### config.mk
export PLATFORM = sky130hd
export DESIGN_NAME = datapath
export DESIGN_NICKNAME = d
export VERILOG_FILES = /design/src/cpu_pkg.sv /design/src/alu.sv /design/src/control_unit.sv /design/src/datapath.sv /design/src/hazard_unit.sv /design/src/register_file.sv /design/src/stage_reg.sv
export SDC_FILE = /design/constraint.sdc
export NUM_CORES = 2
export LEC_CHECK = 0
export BUFFER_PORTS_ARGS = -buffer_cell sky130_fd_sc_hd__buf_4
export CORE_ASPECT_RATIO = 1.5
export CORE_UTILIZATION = 55
export DETAILED_ROUTE_END_ITERATION = 8
export MAX_ROUTING_LAYER = met4
export PLACE_DENSITY = 0.71
export SETUP_SLACK_MARGIN = 0.05
export SLEW_MARGIN = 10
export SYNTH_ARGS = -nofsm -noshare
export SYNTH_HDL_FRONTEND = slang
export SYNTH_HIERARCHICAL = 1
export SYNTH_SLANG_ARGS = --single-unit
### constraint.sdc
create_clock -name CLK -period 10.6 [get_ports CLK]
set_input_delay 0.53 -clock CLK [delete_from_list [all_inputs] [get_ports CLK]]
set_output_delay 0.53 -clock CLK [all_outputs]
set_load 0.02 [all_outputs]
### src/cpu_pkg.sv
package cpu_pkg;

  typedef logic [31:0] word_t;
  typedef logic [4:0]  reg_addr_t;

  // major opcodes in bits 31:26
  typedef enum logic [5:0] {
    OP_RTYPE = 6'h00,
    OP_J     = 6'h02,
    OP_BEQ   = 6'h04,
    OP_BNE   = 6'h05,
    OP_ADDIU = 6'h09,
    OP_ORI   = 6'h0d,
    OP_LUI   = 6'h0f,
    OP_LW    = 6'h23,
    OP_SW    = 6'h2b,
    OP_HALT  = 6'h3f
  } opcode_t;

  typedef enum logic [5:0] {
    FN_SLL  = 6'h00,
    FN_ADDU = 6'h21,
    FN_SUBU = 6'h23,
    FN_AND  = 6'h24,
    FN_OR   = 6'h25,
    FN_SLT  = 6'h2a
  } funct_t;

  typedef enum logic [2:0] {
    ALU_ADD,
    ALU_SUB,
    ALU_AND,
    ALU_OR,
    ALU_SLT,
    ALU_SLL,
    ALU_LUI   // passes b through
  } alu_op_t;

  typedef enum logic [1:0] {
    IMM_SIGN,
    IMM_ZERO,
    IMM_UPPER
  } imm_mode_t;

  typedef enum logic [1:0] {
    BR_NONE,
    BR_EQ,
    BR_NE
  } branch_t;

  typedef enum logic [1:0] {
    FWD_REG,
    FWD_EXMEM,
    FWD_WB
  } fwd_sel_t;

  typedef struct packed {
    word_t       pc4;
    logic [25:0] instr_idx;  // jump index field
    reg_addr_t   rs;
    reg_addr_t   rt;
    reg_addr_t   dest;
    word_t       rdat1;
    word_t       rdat2;
    word_t       imm;
    alu_op_t     alu_op;
    logic [4:0]  shamt;
    logic        alu_src;
    branch_t     branch;
    logic        jump;
    logic        mem_read;
    logic        mem_write;
    logic        mem_to_reg;
    logic        reg_write;
    logic        halt;
  } idex_t;

  typedef struct packed {
    word_t     alu_result;
    word_t     store_data;
    reg_addr_t dest;
    logic      mem_read;
    logic      mem_write;
    logic      mem_to_reg;
    logic      reg_write;
    logic      halt;
  } exmem_t;

  typedef struct packed {
    word_t     alu_result;
    word_t     load_data;
    reg_addr_t dest;
    logic      mem_to_reg;
    logic      reg_write;
    logic      halt;
  } memwb_t;

endpackage

### src/alu.sv
module alu import cpu_pkg::*; (
  input  alu_op_t    op,
  input  word_t      a,
  input  word_t      b,
  input  logic [4:0] shamt,
  output word_t      result,
  output logic       zero
);

  always_comb begin
    case (op)
      ALU_ADD: result = a + b;
      ALU_SUB: result = a - b;
      ALU_AND: result = a & b;
      ALU_OR:  result = a | b;
      ALU_SLT: begin
        // signed compare
        if ($signed(a) < $signed(b)) begin
          result = 32'd1;
        end else begin
          result = 32'd0;
        end
      end
      ALU_SLL: result = b << shamt;
      ALU_LUI: result = b;  // imm already shifted up
      default: result = '0;
    endcase
  end

  // branch compare uses sub
  assign zero = (result == '0);

endmodule

### src/control_unit.sv
module control_unit import cpu_pkg::*; (
  input  word_t     instr,
  output alu_op_t   alu_op,
  output logic      alu_src,
  output imm_mode_t imm_mode,
  output logic      reg_dst_rd,
  output logic      reg_write,
  output logic      mem_read,
  output logic      mem_write,
  output logic      mem_to_reg,
  output logic      jump,
  output logic      halt,
  output branch_t   branch
);

  opcode_t opcode;
  funct_t  funct;

  assign opcode = opcode_t'(instr[31:26]);
  assign funct  = funct_t'(instr[5:0]);

  always_comb begin
    alu_op     = ALU_ADD;
    alu_src    = 1'b0;
    imm_mode   = IMM_SIGN;
    reg_dst_rd = 1'b0;
    reg_write  = 1'b0;
    mem_read   = 1'b0;
    mem_write  = 1'b0;
    mem_to_reg = 1'b0;
    jump       = 1'b0;
    halt       = 1'b0;
    branch     = BR_NONE;

    // all-zero word is a bubble, leave defaults
    if (instr != '0) begin
      case (opcode)
        OP_RTYPE: begin
          reg_dst_rd = 1'b1;
          reg_write  = 1'b1;
          case (funct)
            FN_ADDU: alu_op = ALU_ADD;
            FN_SUBU: alu_op = ALU_SUB;
            FN_AND:  alu_op = ALU_AND;
            FN_OR:   alu_op = ALU_OR;
            FN_SLT:  alu_op = ALU_SLT;
            FN_SLL:  alu_op = ALU_SLL;
            default: reg_write = 1'b0;  // unsupported funct
          endcase
        end
        OP_ADDIU: begin
          alu_src   = 1'b1;
          reg_write = 1'b1;
        end
        OP_ORI: begin
          alu_op    = ALU_OR;
          alu_src   = 1'b1;
          imm_mode  = IMM_ZERO;
          reg_write = 1'b1;
        end
        OP_LUI: begin
          alu_op    = ALU_LUI;
          alu_src   = 1'b1;
          imm_mode  = IMM_UPPER;
          reg_write = 1'b1;
        end
        OP_LW: begin
          alu_src    = 1'b1;
          mem_read   = 1'b1;
          mem_to_reg = 1'b1;
          reg_write  = 1'b1;
        end
        OP_SW: begin
          alu_src   = 1'b1;
          mem_write = 1'b1;
        end
        OP_BEQ: begin
          alu_op = ALU_SUB;
          branch = BR_EQ;
        end
        OP_BNE: begin
          alu_op = ALU_SUB;
          branch = BR_NE;
        end
        OP_J:    jump = 1'b1;
        OP_HALT: halt = 1'b1;
        default: ;
      endcase
    end
  end

endmodule

### src/datapath.sv
module datapath import cpu_pkg::*; #(
  parameter word_t PC_INIT = '0
) (
  input  logic  CLK,
  input  logic  nRST,
  output word_t imem_addr,
  input  word_t imem_load,
  input  logic  ihit,
  output logic  dmem_ren,
  output logic  dmem_wen,
  output word_t dmem_addr,
  output word_t dmem_store,
  input  word_t dmem_load,
  output logic  halt
);

  typedef word_t [1:0] ifid_t;  // [1] instr, [0] pc + 4

  word_t     pc, pc_plus4, pc_next, target;
  ifid_t     ifid_d, ifid_q;
  word_t     instr, rdat1, rdat2, imm_ext, wdat;
  idex_t     idex_d, idex_q;
  exmem_t    exmem_d, exmem_q;
  memwb_t    memwb_d, memwb_q;
  alu_op_t   dec_alu_op;
  imm_mode_t dec_imm_mode;
  branch_t   dec_branch;
  logic      dec_alu_src, dec_reg_dst_rd, dec_reg_write, dec_mem_read;
  logic      dec_mem_write, dec_mem_to_reg, dec_jump, dec_halt;
  fwd_sel_t  fwd_a, fwd_b;
  word_t     op_a, op_b_fwd, op_b, alu_result;
  logic      alu_zero, branch_taken, take_branch;
  logic      pc_en, ifid_en, ifid_flush, idex_en, idex_flush, back_en;

  // fetch
  assign pc_plus4  = pc + 32'd4;
  assign imem_addr = pc;
  assign pc_next   = take_branch ? target : pc_plus4;

  always_ff @(posedge CLK, negedge nRST) begin
    if (!nRST) begin
      pc <= PC_INIT;
    end else if (pc_en) begin
      pc <= pc_next;
    end
  end

  assign ifid_d = {imem_load, pc_plus4};

  stage_reg #(.T(ifid_t)) u_ifid (
    .CLK(CLK), .nRST(nRST), .en(ifid_en), .flush(ifid_flush), .d(ifid_d), .q(ifid_q)
  );

  // decode
  assign instr = ifid_q[1];

  control_unit u_ctrl (
    .instr(instr), .alu_op(dec_alu_op), .alu_src(dec_alu_src), .imm_mode(dec_imm_mode),
    .reg_dst_rd(dec_reg_dst_rd), .reg_write(dec_reg_write), .mem_read(dec_mem_read),
    .mem_write(dec_mem_write), .mem_to_reg(dec_mem_to_reg), .jump(dec_jump),
    .halt(dec_halt), .branch(dec_branch)
  );

  register_file u_rf (
    .CLK(CLK), .nRST(nRST), .rsel1(instr[25:21]), .rsel2(instr[20:16]),
    .rdat1(rdat1), .rdat2(rdat2), .wen(memwb_q.reg_write && back_en),
    .wsel(memwb_q.dest), .wdat(wdat)
  );

  always_comb begin
    case (dec_imm_mode)
      IMM_ZERO:  imm_ext = {16'h0000, instr[15:0]};
      IMM_UPPER: imm_ext = {instr[15:0], 16'h0000};
      default:   imm_ext = {{16{instr[15]}}, instr[15:0]};
    endcase
  end

  always_comb begin
    idex_d            = '0;
    idex_d.pc4        = ifid_q[0];
    idex_d.instr_idx  = instr[25:0];
    idex_d.rs         = instr[25:21];
    idex_d.rt         = instr[20:16];
    idex_d.dest       = dec_reg_dst_rd ? instr[15:11] : instr[20:16];
    idex_d.rdat1      = rdat1;
    idex_d.rdat2      = rdat2;
    idex_d.imm        = imm_ext;
    idex_d.alu_op     = dec_alu_op;
    idex_d.shamt      = instr[10:6];
    idex_d.alu_src    = dec_alu_src;
    idex_d.branch     = dec_branch;
    idex_d.jump       = dec_jump;
    idex_d.mem_read   = dec_mem_read;
    idex_d.mem_write  = dec_mem_write;
    idex_d.mem_to_reg = dec_mem_to_reg;
    idex_d.reg_write  = dec_reg_write;
    idex_d.halt       = dec_halt;
  end

  stage_reg #(.T(idex_t)) u_idex (
    .CLK(CLK), .nRST(nRST), .en(idex_en), .flush(idex_flush), .d(idex_d), .q(idex_q)
  );

  // execute
  hazard_unit u_hazard (
    .idex_rs(idex_q.rs), .idex_rt(idex_q.rt), .ifid_rs(instr[25:21]),
    .ifid_rt(instr[20:16]), .idex_dest(idex_q.dest), .exmem_dest(exmem_q.dest),
    .memwb_dest(memwb_q.dest), .idex_mem_read(idex_q.mem_read),
    .exmem_reg_write(exmem_q.reg_write), .memwb_reg_write(memwb_q.reg_write),
    .take_branch(take_branch), .ihit(ihit), .fwd_a(fwd_a), .fwd_b(fwd_b),
    .pc_en(pc_en), .ifid_en(ifid_en), .ifid_flush(ifid_flush), .idex_en(idex_en),
    .idex_flush(idex_flush), .back_en(back_en)
  );

  always_comb begin
    case (fwd_a)
      FWD_EXMEM: op_a = exmem_q.alu_result;
      FWD_WB:    op_a = wdat;
      default:   op_a = idex_q.rdat1;
    endcase
    case (fwd_b)
      FWD_EXMEM: op_b_fwd = exmem_q.alu_result;
      FWD_WB:    op_b_fwd = wdat;
      default:   op_b_fwd = idex_q.rdat2;
    endcase
  end

  assign op_b = idex_q.alu_src ? idex_q.imm : op_b_fwd;

  alu u_alu (
    .op(idex_q.alu_op), .a(op_a), .b(op_b), .shamt(idex_q.shamt),
    .result(alu_result), .zero(alu_zero)
  );

  assign branch_taken = (idex_q.branch == BR_EQ && alu_zero) ||
                        (idex_q.branch == BR_NE && !alu_zero);
  assign take_branch  = branch_taken || idex_q.jump;
  assign target = idex_q.jump ? {idex_q.pc4[31:28], idex_q.instr_idx, 2'b00}
                              : idex_q.pc4 + {idex_q.imm[29:0], 2'b00};

  assign exmem_d = '{alu_result: alu_result, store_data: op_b_fwd, dest: idex_q.dest,
                     mem_read: idex_q.mem_read, mem_write: idex_q.mem_write,
                     mem_to_reg: idex_q.mem_to_reg, reg_write: idex_q.reg_write,
                     halt: idex_q.halt};

  stage_reg #(.T(exmem_t)) u_exmem (
    .CLK(CLK), .nRST(nRST), .en(back_en), .flush(1'b0), .d(exmem_d), .q(exmem_q)
  );

  // memory stage gives one write strobe per store
  assign dmem_addr  = exmem_q.alu_result;
  assign dmem_store = exmem_q.store_data;
  assign dmem_ren   = exmem_q.mem_read;
  assign dmem_wen   = exmem_q.mem_write && back_en;

  assign memwb_d = '{alu_result: exmem_q.alu_result, load_data: dmem_load,
                     dest: exmem_q.dest, mem_to_reg: exmem_q.mem_to_reg,
                     reg_write: exmem_q.reg_write, halt: exmem_q.halt};

  stage_reg #(.T(memwb_t)) u_memwb (
    .CLK(CLK), .nRST(nRST), .en(back_en), .flush(1'b0), .d(memwb_d), .q(memwb_q)
  );

  // writeback
  assign wdat = memwb_q.mem_to_reg ? memwb_q.load_data : memwb_q.alu_result;

  always_ff @(posedge CLK, negedge nRST) begin
    if (!nRST) begin
      halt <= 1'b0;
    end else if (memwb_q.halt) begin
      halt <= 1'b1;  // sticky until reset
    end
  end

endmodule

### src/hazard_unit.sv
module hazard_unit import cpu_pkg::*; (
  input  reg_addr_t idex_rs,
  input  reg_addr_t idex_rt,
  input  reg_addr_t ifid_rs,
  input  reg_addr_t ifid_rt,
  input  reg_addr_t idex_dest,
  input  reg_addr_t exmem_dest,
  input  reg_addr_t memwb_dest,
  input  logic      idex_mem_read,
  input  logic      exmem_reg_write,
  input  logic      memwb_reg_write,
  input  logic      take_branch,
  input  logic      ihit,
  output fwd_sel_t  fwd_a,
  output fwd_sel_t  fwd_b,
  output logic      pc_en,
  output logic      ifid_en,
  output logic      ifid_flush,
  output logic      idex_en,
  output logic      idex_flush,
  output logic      back_en
);

  logic load_use;

  // newest producer wins
  function automatic fwd_sel_t pick_src(reg_addr_t src);
    if (exmem_reg_write && exmem_dest != '0 && exmem_dest == src) return FWD_EXMEM;
    if (memwb_reg_write && memwb_dest != '0 && memwb_dest == src) return FWD_WB;
    return FWD_REG;
  endfunction

  always_comb begin
    fwd_a = pick_src(idex_rs);
    fwd_b = pick_src(idex_rt);
  end

  assign load_use = idex_mem_read && (idex_dest != '0) &&
                    (idex_dest == ifid_rs || idex_dest == ifid_rt);

  always_comb begin
    back_en    = ihit;                                   // ex/mem and mem/wb
    idex_en    = ihit;
    pc_en      = ihit && (take_branch || !load_use);     // redirect beats stall
    ifid_en    = ihit && !load_use;
    ifid_flush = ihit && take_branch;
    idex_flush = ihit && (take_branch || load_use);      // bubble into ex
    if (take_branch) begin
      // a branch or jump in ex is never a load so no stall can hold the pc
      assert (!load_use);
    end
  end

endmodule

### src/register_file.sv
module register_file import cpu_pkg::*; (
  input  logic      CLK,
  input  logic      nRST,
  input  reg_addr_t rsel1,
  input  reg_addr_t rsel2,
  output word_t     rdat1,
  output word_t     rdat2,
  input  logic      wen,
  input  reg_addr_t wsel,
  input  word_t     wdat
);

  word_t regs [32];
  logic  wr_live;

  assign wr_live = wen && (wsel != '0);  // r0 never written

  always_ff @(posedge CLK, negedge nRST) begin
    if (!nRST) begin
      for (int i = 0; i < 32; i++) begin
        regs[i] <= '0;
      end
    end else if (wr_live) begin
      regs[wsel] <= wdat;
    end
  end

  // same-cycle write shows up on the read ports
  assign rdat1 = (wr_live && wsel == rsel1) ? wdat : regs[rsel1];
  assign rdat2 = (wr_live && wsel == rsel2) ? wdat : regs[rsel2];

  // r0 reads as zero through storage and bypass alike
  a_r0_zero: assert property (@(posedge CLK) disable iff (!nRST)
    (rsel1 != '0 || rdat1 == '0) && (rsel2 != '0 || rdat2 == '0));

endmodule

### src/stage_reg.sv
module stage_reg #(
  parameter type T = logic [31:0]
) (
  input  logic CLK,
  input  logic nRST,
  input  logic en,
  input  logic flush,
  input  T     d,
  output T     q
);

  always_ff @(posedge CLK, negedge nRST) begin
    if (!nRST) begin
      q <= '0;
    end else if (flush) begin
      q <= '0;  // bubble
    end else if (en) begin
      q <= d;
    end
  end

  a_q_known: assert property (@(posedge CLK) disable iff (!nRST) !$isunknown(q));

endmodule

======== Word level (Yosys, flattened, before mapping) ========
Cells that the tools add are included.
cells by class
  add/subtract/negate cells ............... 4
  $mul .................................... 0
  divide/modulo/power cells ............... 0
  order comparisons ....................... 5
  equal/unequal tests ..................... 36
  shift operators ......................... 1
  muxes and demuxes ....................... 61
  bitwise operators ....................... 5
  reductions and logical operators ........ 41
operator list
  kind                                                             number
  1024-bit bitwise mux                                             1
  186-bit 2-to-1 mux                                               2
  32-bit 2-to-1 mux                                                11
  32-bit binary-select mux with 5-bit select                       2
  32-bit one-hot mux with 7 select lines                           1
  32-bit one-hot mux with 2 select lines                           3
  32-bit demux with 5-bit select                                   1
  64-bit 2-to-1 mux                                                2
  32-bit adder                                                     2
  6-bit == test, second input constant                             8
  5-bit == test                                                    8
  32-bit by 3-bit adder with 32-bit output, second input constant  1
  32-bit AND                                                       1
  32-bit logical NOT                                               1
  32-bit < comparator                                              1
  32-bit OR                                                        1
  32-bit nonzero test                                              1
  32-bit by 5-bit << shifter with 32-bit output                    1
  32-bit subtractor                                                1
  1-bit 2-to-1 mux                                                 21
  1-bit logical AND                                                20
  2-bit 2-to-1 mux                                                 10
  6-bit by 4-bit == test with 1-bit output, second input constant  3
  6-bit greater-or-equal comparator, second input constant         3
  other kinds (25)                                                 47
word-level totals
  register bits ........................... 1453
  bits in latches ......................... 0
  memory bits (writable) .................. 0
  bits in read-only memories .............. 0
  input port bits ......................... 67
  output and inout bits ................... 99
  logic and storage cells ................. 221
  memories ................................ 0

======== Logic depth before layout (Yosys ltp) ========
  word-level depth ........................ 21
  mapped depth ............................ 36

======== Hierarchy ========
Netlist, hierarchy kept.
by module, submodules not included
  module               instances  cells each  area each (sq um)  sequential area each (sq um)
  register_file        1          3434        53719.0            25624.6
  stage_reg (u_idex)   1          600         7582.3             4654.5
  alu                  1          1065        7459.7             0.0
  datapath             1          838         6227.2             825.8
  stage_reg (u_exmem)  1          238         3040.4             1851.8
  stage_reg (u_memwb)  1          232         2940.3             1801.7
  stage_reg (u_ifid)   1          206         2611.3             1601.5
  hazard_unit          1          57          439.2              0.0
  control_unit         1          60          416.6              0.0

======== Worst setup path after synthesis ========
Ideal clock, no wire load.
  path kind ............................... reg2reg
  from .................................... register u_exmem/q[6] in the netlist's numbering
  to ...................................... register pc[24] (netlist: imem_addr[24])
  library setup time ...................... 0.131 ns
  arrival ................................. 7.777 ns
  path slack .............................. 2.692 ns
  stages on the path, launching flop included .. 35
  path buffers ............................ 3
  period minus slack after synthesis ...... 7.908 ns
  cells stage by stage .................... dfrtp_1 or4_1 o21ai_2 nor4_1 nor4_2 ha_1 clkbuf_1 clkbuf_1 nand2_1 o21ai_0 mux2_2 ha_1 fa_1 o21ba_1 or4_4 and2_4 o311ai_2 and3_1 o31ai_2 or4b_1 or4_1 nor4_2 nand3_1 nor4b_2 nand2b_1 o21ai_0 nor2_1 clkinv_1 clkbuf_1 inv_1 a31oi_1 inv_1 nor2_1 and4_1 or3_1
between the ends
  elaborated cells on any way between the ends .. 34
RTL lines
  item                                                                       line               RTL
  from (decl)                                                                stage_reg.sv:9     output T q
  from (signal assigned)                                                     stage_reg.sv:14    q <= '0;
  from (signal assigned)                                                     stage_reg.sv:16    q <= '0;
  from (signal assigned)                                                     stage_reg.sv:18    q <= d;
  5-bit nonzero test                                                         hazard_unit.sv:28  if (exmem_reg_write && exmem_dest != '0 && exmem_dest == src) return FWD_EXMEM;
  1-bit logical AND                                                          hazard_unit.sv:28
  1-bit logical AND *                                                        hazard_unit.sv:28
  1-bit 2-to-1 mux *                                                         hazard_unit.sv:28
  2-bit 2-to-1 mux *                                                         hazard_unit.sv:29  if (memwb_reg_write && memwb_dest != '0 && memwb_dest == src) return FWD_WB;
  via fwd_b[0]                                                               datapath.sv:30     fwd_sel_t fwd_a, fwd_b;
  2-bit == test or 2-bit by 1-bit == test with 1-bit output (tied branches)  datapath.sv:121    case (fwd_b)
  32-bit one-hot mux with 2 select lines *                                   datapath.sv:121
  via op_b_fwd[0]                                                            datapath.sv:31     word_t op_a, op_b_fwd, op_b, alu_result;
  [1 not listed]                                                             --
  via op_b[0]                                                                datapath.sv:31
  [2 not listed]                                                             --
  via alu_result[10]                                                         datapath.sv:31
  [1 not listed]                                                             --
  via alu_zero                                                               datapath.sv:32     logic alu_zero, branch_taken, take_branch;
  1-bit logical NOT                                                          datapath.sv:136    (idex_q.branch == BR_NE && !alu_zero);
  1-bit logical AND                                                          datapath.sv:136
  1-bit logical OR *                                                         datapath.sv:135    assign branch_taken = (idex_q.branch == BR_EQ && alu_zero) ||
  1-bit logical OR *                                                         datapath.sv:137    assign take_branch = branch_taken || idex_q.jump;
  via take_branch                                                            datapath.sv:32
  1-bit logical OR *                                                         hazard_unit.sv:44  pc_en = ihit && (take_branch || !load_use);
  1-bit logical AND *                                                        hazard_unit.sv:44
  via pc_en                                                                  datapath.sv:33     logic pc_en, ifid_en, ifid_flush, idex_en, idex_flush, back_en;
  to (signal assigned)                                                       datapath.sv:44     pc <= pc_next;
  to (decl)                                                                  datapath.sv:19     word_t pc, pc_plus4, pc_next, target;
The timed path passes the listed nets; every way through them passes the cells marked *.
A chain may end at the register's enable or synchronous reset.

======== Worst setup path after layout ========
  from .................................... register u_exmem/q[6] in the netlist's numbering
  to ...................................... register pc[24] (netlist: imem_addr[24])
between the ends
  elaborated cells on any way between the ends .. 34
RTL lines
  item                                                                       line
  5-bit nonzero test                                                         hazard_unit.sv:28
  1-bit logical AND                                                          hazard_unit.sv:28
  1-bit logical AND *                                                        hazard_unit.sv:28
  1-bit 2-to-1 mux *                                                         hazard_unit.sv:28
  2-bit 2-to-1 mux *                                                         hazard_unit.sv:29
  via fwd_b[0]                                                               datapath.sv:30
  2-bit == test or 2-bit by 1-bit == test with 1-bit output (tied branches)  datapath.sv:121
  32-bit one-hot mux with 2 select lines *                                   datapath.sv:121
  via op_b_fwd[27]                                                           datapath.sv:31
  [1 not listed]                                                             --
  via op_b[27]                                                               datapath.sv:31
  [2 not listed]                                                             --
  via alu_result[29]                                                         datapath.sv:31
  [1 not listed]                                                             --
  via alu_zero                                                               datapath.sv:32
  1-bit logical NOT                                                          datapath.sv:136
  1-bit logical AND                                                          datapath.sv:136
  1-bit logical OR *                                                         datapath.sv:135
  1-bit logical OR *                                                         datapath.sv:137
  1-bit logical OR *                                                         hazard_unit.sv:44
  1-bit logical AND *                                                        hazard_unit.sv:44
  via pc_en                                                                  datapath.sv:33
Marks and branches as above.

==> results.toml <==
[place]
place.gp.congestion = 1.061
placed_cell_area_mm2 = 0.08635
hpwl_mm = 186.0
pre_cts_ws_ns = 0.4630
portBuffers = 165

[clock_tree]
cts_tree = "yes"
root_buffer = "clkbuf_16"
insertion_delay_ns = 0.83
cts.sink_count = 1453
clk_pin_slew_worst_paths_ns = 0.06
cts_buffer_depth = 3
htree_levels = 4
numCtsBuffers = 143

[routing]
routedWlPerCell_um = 33.47
drc = 0
vias = 61280
viasPerCell = 6.969
ant_nets = 0
postRouteWirelength_mm = 294.3
drt-initial-drc-count = 6597
firstDrtPassIters = 9

[power]
p_leak_nw = 42.16
finalPower_mw = 18.30
irDropWorstVdd_mv = 0.1747
power_density_mw_per_mm2 = 199.2

[die]
initial_core_util_pct = 55.57
die_h_um = 481.9
rows = 175
ios = 166
core_mm2 = 0.1520
die_w_um = 321.9
fp.dieArea_mm2 = 0.1551

[worst_setup_path]
crit_end = "imem_addr[24]$_DFFE_PN0P_"
startpoint_type = "flip-flop"
worst_r2r_startpoint = "u_exmem/q[6]$_DFFE_PN0P_"
cp-end-kind = "flip-flop"
crit_arrival_ns = 11.01
r2r_cells = 32
rrSetupSlack_ns = 0.25
critical_path.n_buffers_inverters = 9
cp.depth = 32
cp_slowest_cell = "nor4_1"
startpoint = "u_exmem/q[6]$_DFFE_PN0P_"
cp_max_fo = 40
path_delay_family = "simple AND/OR/NAND/NOR gates"
slowest_delay_ns = 1.31
cp.required_ns = 11.27
reg2reg_to = "imem_addr[24]$_DFFE_PN0P_"
worstSetupPathType = "reg -> reg"

[layout]
drive_gt1_share_pct = 34.36
fin_area_mm2 = 0.09185
fillers = 11930
finish.utilization_pct = 60.45
fin_nets = 6851
area_delta_synth_final_pct = 8.783

[sta]
timing.final.ws_setup_ns = 0.2544
period_share_pct = 97.60
slew_viol_final = 4
slew_headroom_pct = -4.273
worstMarginPinSlew_ns = 1.550
rsz0062_at_grt = "no"
timing.setup.tns_ns = 0
period_needed_ns = 10.35
fmax_mhz = 96.66
final-setup-viol-count = 0
skew_ns = 0.04422
hold_violations = 0

[grt]
grt_usage_pct = 39.22
gr-max-usage-layer = "met2"
antenna_found_initial = 15
grt-ovfl-total = 0
use_met1_pct = 46.16
grt_use_met2_pct = 60.74
grt_max_degree = 179
grtUsageMet3_pct = 7.068
grt_pass1_wl_mm = 427.6
grt_pass1_vias = 62310

[flow_run]
maxCapViolations = 1

[run_status]
violations = "capacitance limit, slew limit"
status = "complete, but fails checks"

[synthesis]
synthFlopType = "dfrtp_1"
synth_cells = 6730
yosysTopAreaCellShare_pct = 43.06
postSynth.asyncResetShare_pct = 100.0
ys_seq_area_share_pct = 43.06
avgSynthCellArea_um2 = 12.55
synth.distinct_cells = 126
ys_ff_latch = 1453
ys_warn_count = 6
yosys-top-cells-area = "dfrtp_1, mux2_2, mux4_2"
syn_area_mm2 = 0.08444
synth_area_leader_cell = "dfrtp_1"
synth_edf_count = 0

[min_path]
hold_path_class = "in -> async"
[worst min-delay path by stage]
| stage | startpoint | to | cells past startpoint |
|---|---|---|---|
| final | nRST | u_ifid/q[17]$_DFFE_PN0P_ | 2 |
| after global routing | nRST | u_ifid/q[17]$_DFFE_PN0P_ | 2 |
| after CTS | ihit | u_idex/q[168]$_DFFE_PN0P_ | 3 |
| after detailed placement | u_rf/regs[1011]$_DFFE_PN0P_ | u_rf/regs[1011]$_DFFE_PN0P_ | 0 |
| after global placement | u_rf/regs[999]$_DFFE_PN0P_ | u_rf/regs[999]$_DFFE_PN0P_ | 0 |
| after floorplan | nRST | halt$_DFFE_PN0P_ | 0 |
[logic make-up after synthesis]
kind of cell,count (synthesis),share of synthesized area [%]
buf+inv,763,4.746
fa+ha+maj,148,2.220
simple gates,1185,6.723
mux,2132,34.72
xor+xnor,112,1.162
flops,1453,43.06
compound gates,936,7.366
other cells,1,0.004441
[cells in the final DEF (no fill, tap or decap), drive strengths merged, types with 27 or more instances in the layout]
| master | count |
|---|---|
| a22oi | 80 |
| nor2 | 546 |
| nor2b | 30 |
| a21oi | 121 |
| clkbuf | 209 |
| mux2i | 479 |
| dlygate4sd3 | 65 |
| a211oi | 29 |
| nand2 | 223 |
| inv | 129 |
| o211ai | 27 |
| o21ai | 157 |
| dfrtp | 1453 |
| buf | 334 |
| clkinv | 27 |
| nor4 | 101 |
| mux2 | 1129 |
| xnor2 | 76 |
| mux4 | 524 |
| nor3 | 53 |
| nand3 | 61 |
| o22ai | 302 |
| ha | 145 |
| xor2 | 36 |
[synth_stat cells (12+ instances only)]
cell type     n
dfrtp_1    1453
mux2_2     1111
nor2_1      541
mux4_2      523
mux2i_1     479
o22ai_1     301
clkbuf_1    280
nand2_1     222
buf_2       171
o21ai_0     150
ha_1        145
a21oi_1     120
inv_1       115
nor4_1       92
a22oi_1      79
xnor2_1      76
nand3_1      59
buf_1        58
buf_4        55
nor3_1       52
xor2_1       36
buf_6        35
nor2b_1      29
buf_8        28
o211ai_1     27
a211oi_1     26
a21o_1       25
a31oi_1      25
o31ai_1      21
nand2b_1     20
nand3b_1     20
nand4_1      20
or3_1        19
mux2_1       18
o21a_1       17
and3_1       15
o221ai_1     12
[layout make-up]
class	instances	area, µm²	area share, %
tap	2035	2546	2.772
clock inverter	50	603.1	0.6566
sequential	1453	36380	39.61
timing repair buffer	399	3331	3.626
antenna	8	20.02	0.02180
clock buffer	209	4200	4.573
inverter	123	461.7	0.5026
multi-input combinational	4516	44310	48.24
[power by group]
group / internal (mW) / leakage, nW / total, mW / switching, mW
combinational: 2.19 / 20.1 / 6.32 / 4.13
clock: 2.99 / 2.35 / 5.30 / 2.31
sequential: 5.95 / 19.7 / 6.68 / 0.728
total: 11.1 / 42.2 / 18.3 / 7.17
[registers in the layout (all words and copies together), names as in the netlist]
| name | cells |
|---|---|
| u_rf/regs | 1024 |
| u_idex/q | 186 |
| u_exmem/q | 74 |
| u_memwb/q | 72 |
| u_ifid/q | 64 |
| imem_addr | 32 |
| halt | 1 |
[per-stage QoR]
step / instances / hold slack, ns
after floorplan: 6732 / 0.2344
after global placement: 8460 / 0.3763
after detailed placement: 8460 / 0.3836
after global routing: 8792 / 0.3393
after CTS: 8784 / 0.3115
final: 8793 / 0.2683
[worst register-to-register path, delay by kind of cell, from the launching register on]
| family | cells | cell delay, ns |
|---|---|---|
| muxes | 1 | 0.39 |
| buffers and inverters | 9 | 1.56 |
| adders and majority gates | 2 | 1.22 |
| xor gates and xnor gates | 1 | 0.18 |
| and+or+nand+nor | 9 | 3.69 |
| DFF | 1 | 0.44 |
| AOI/OAI and AO/OA | 10 | 2.72 |
[repair_timing]
action                                 CTS  global route
endpoints found under the hold margin  184             0
setup buffers                            0             0
hold buffers                            65             0
gates resized for setup                  0             0
[metal layers]
metal  part of all wire, %  up-vias
met5                     0        -
met4                   8.6        0
met3                   8.1     1096
met2                    47     3315
met1                    36    31790
li1                      -    25080
No activity file was read; power rests on OpenSTA's default activity.
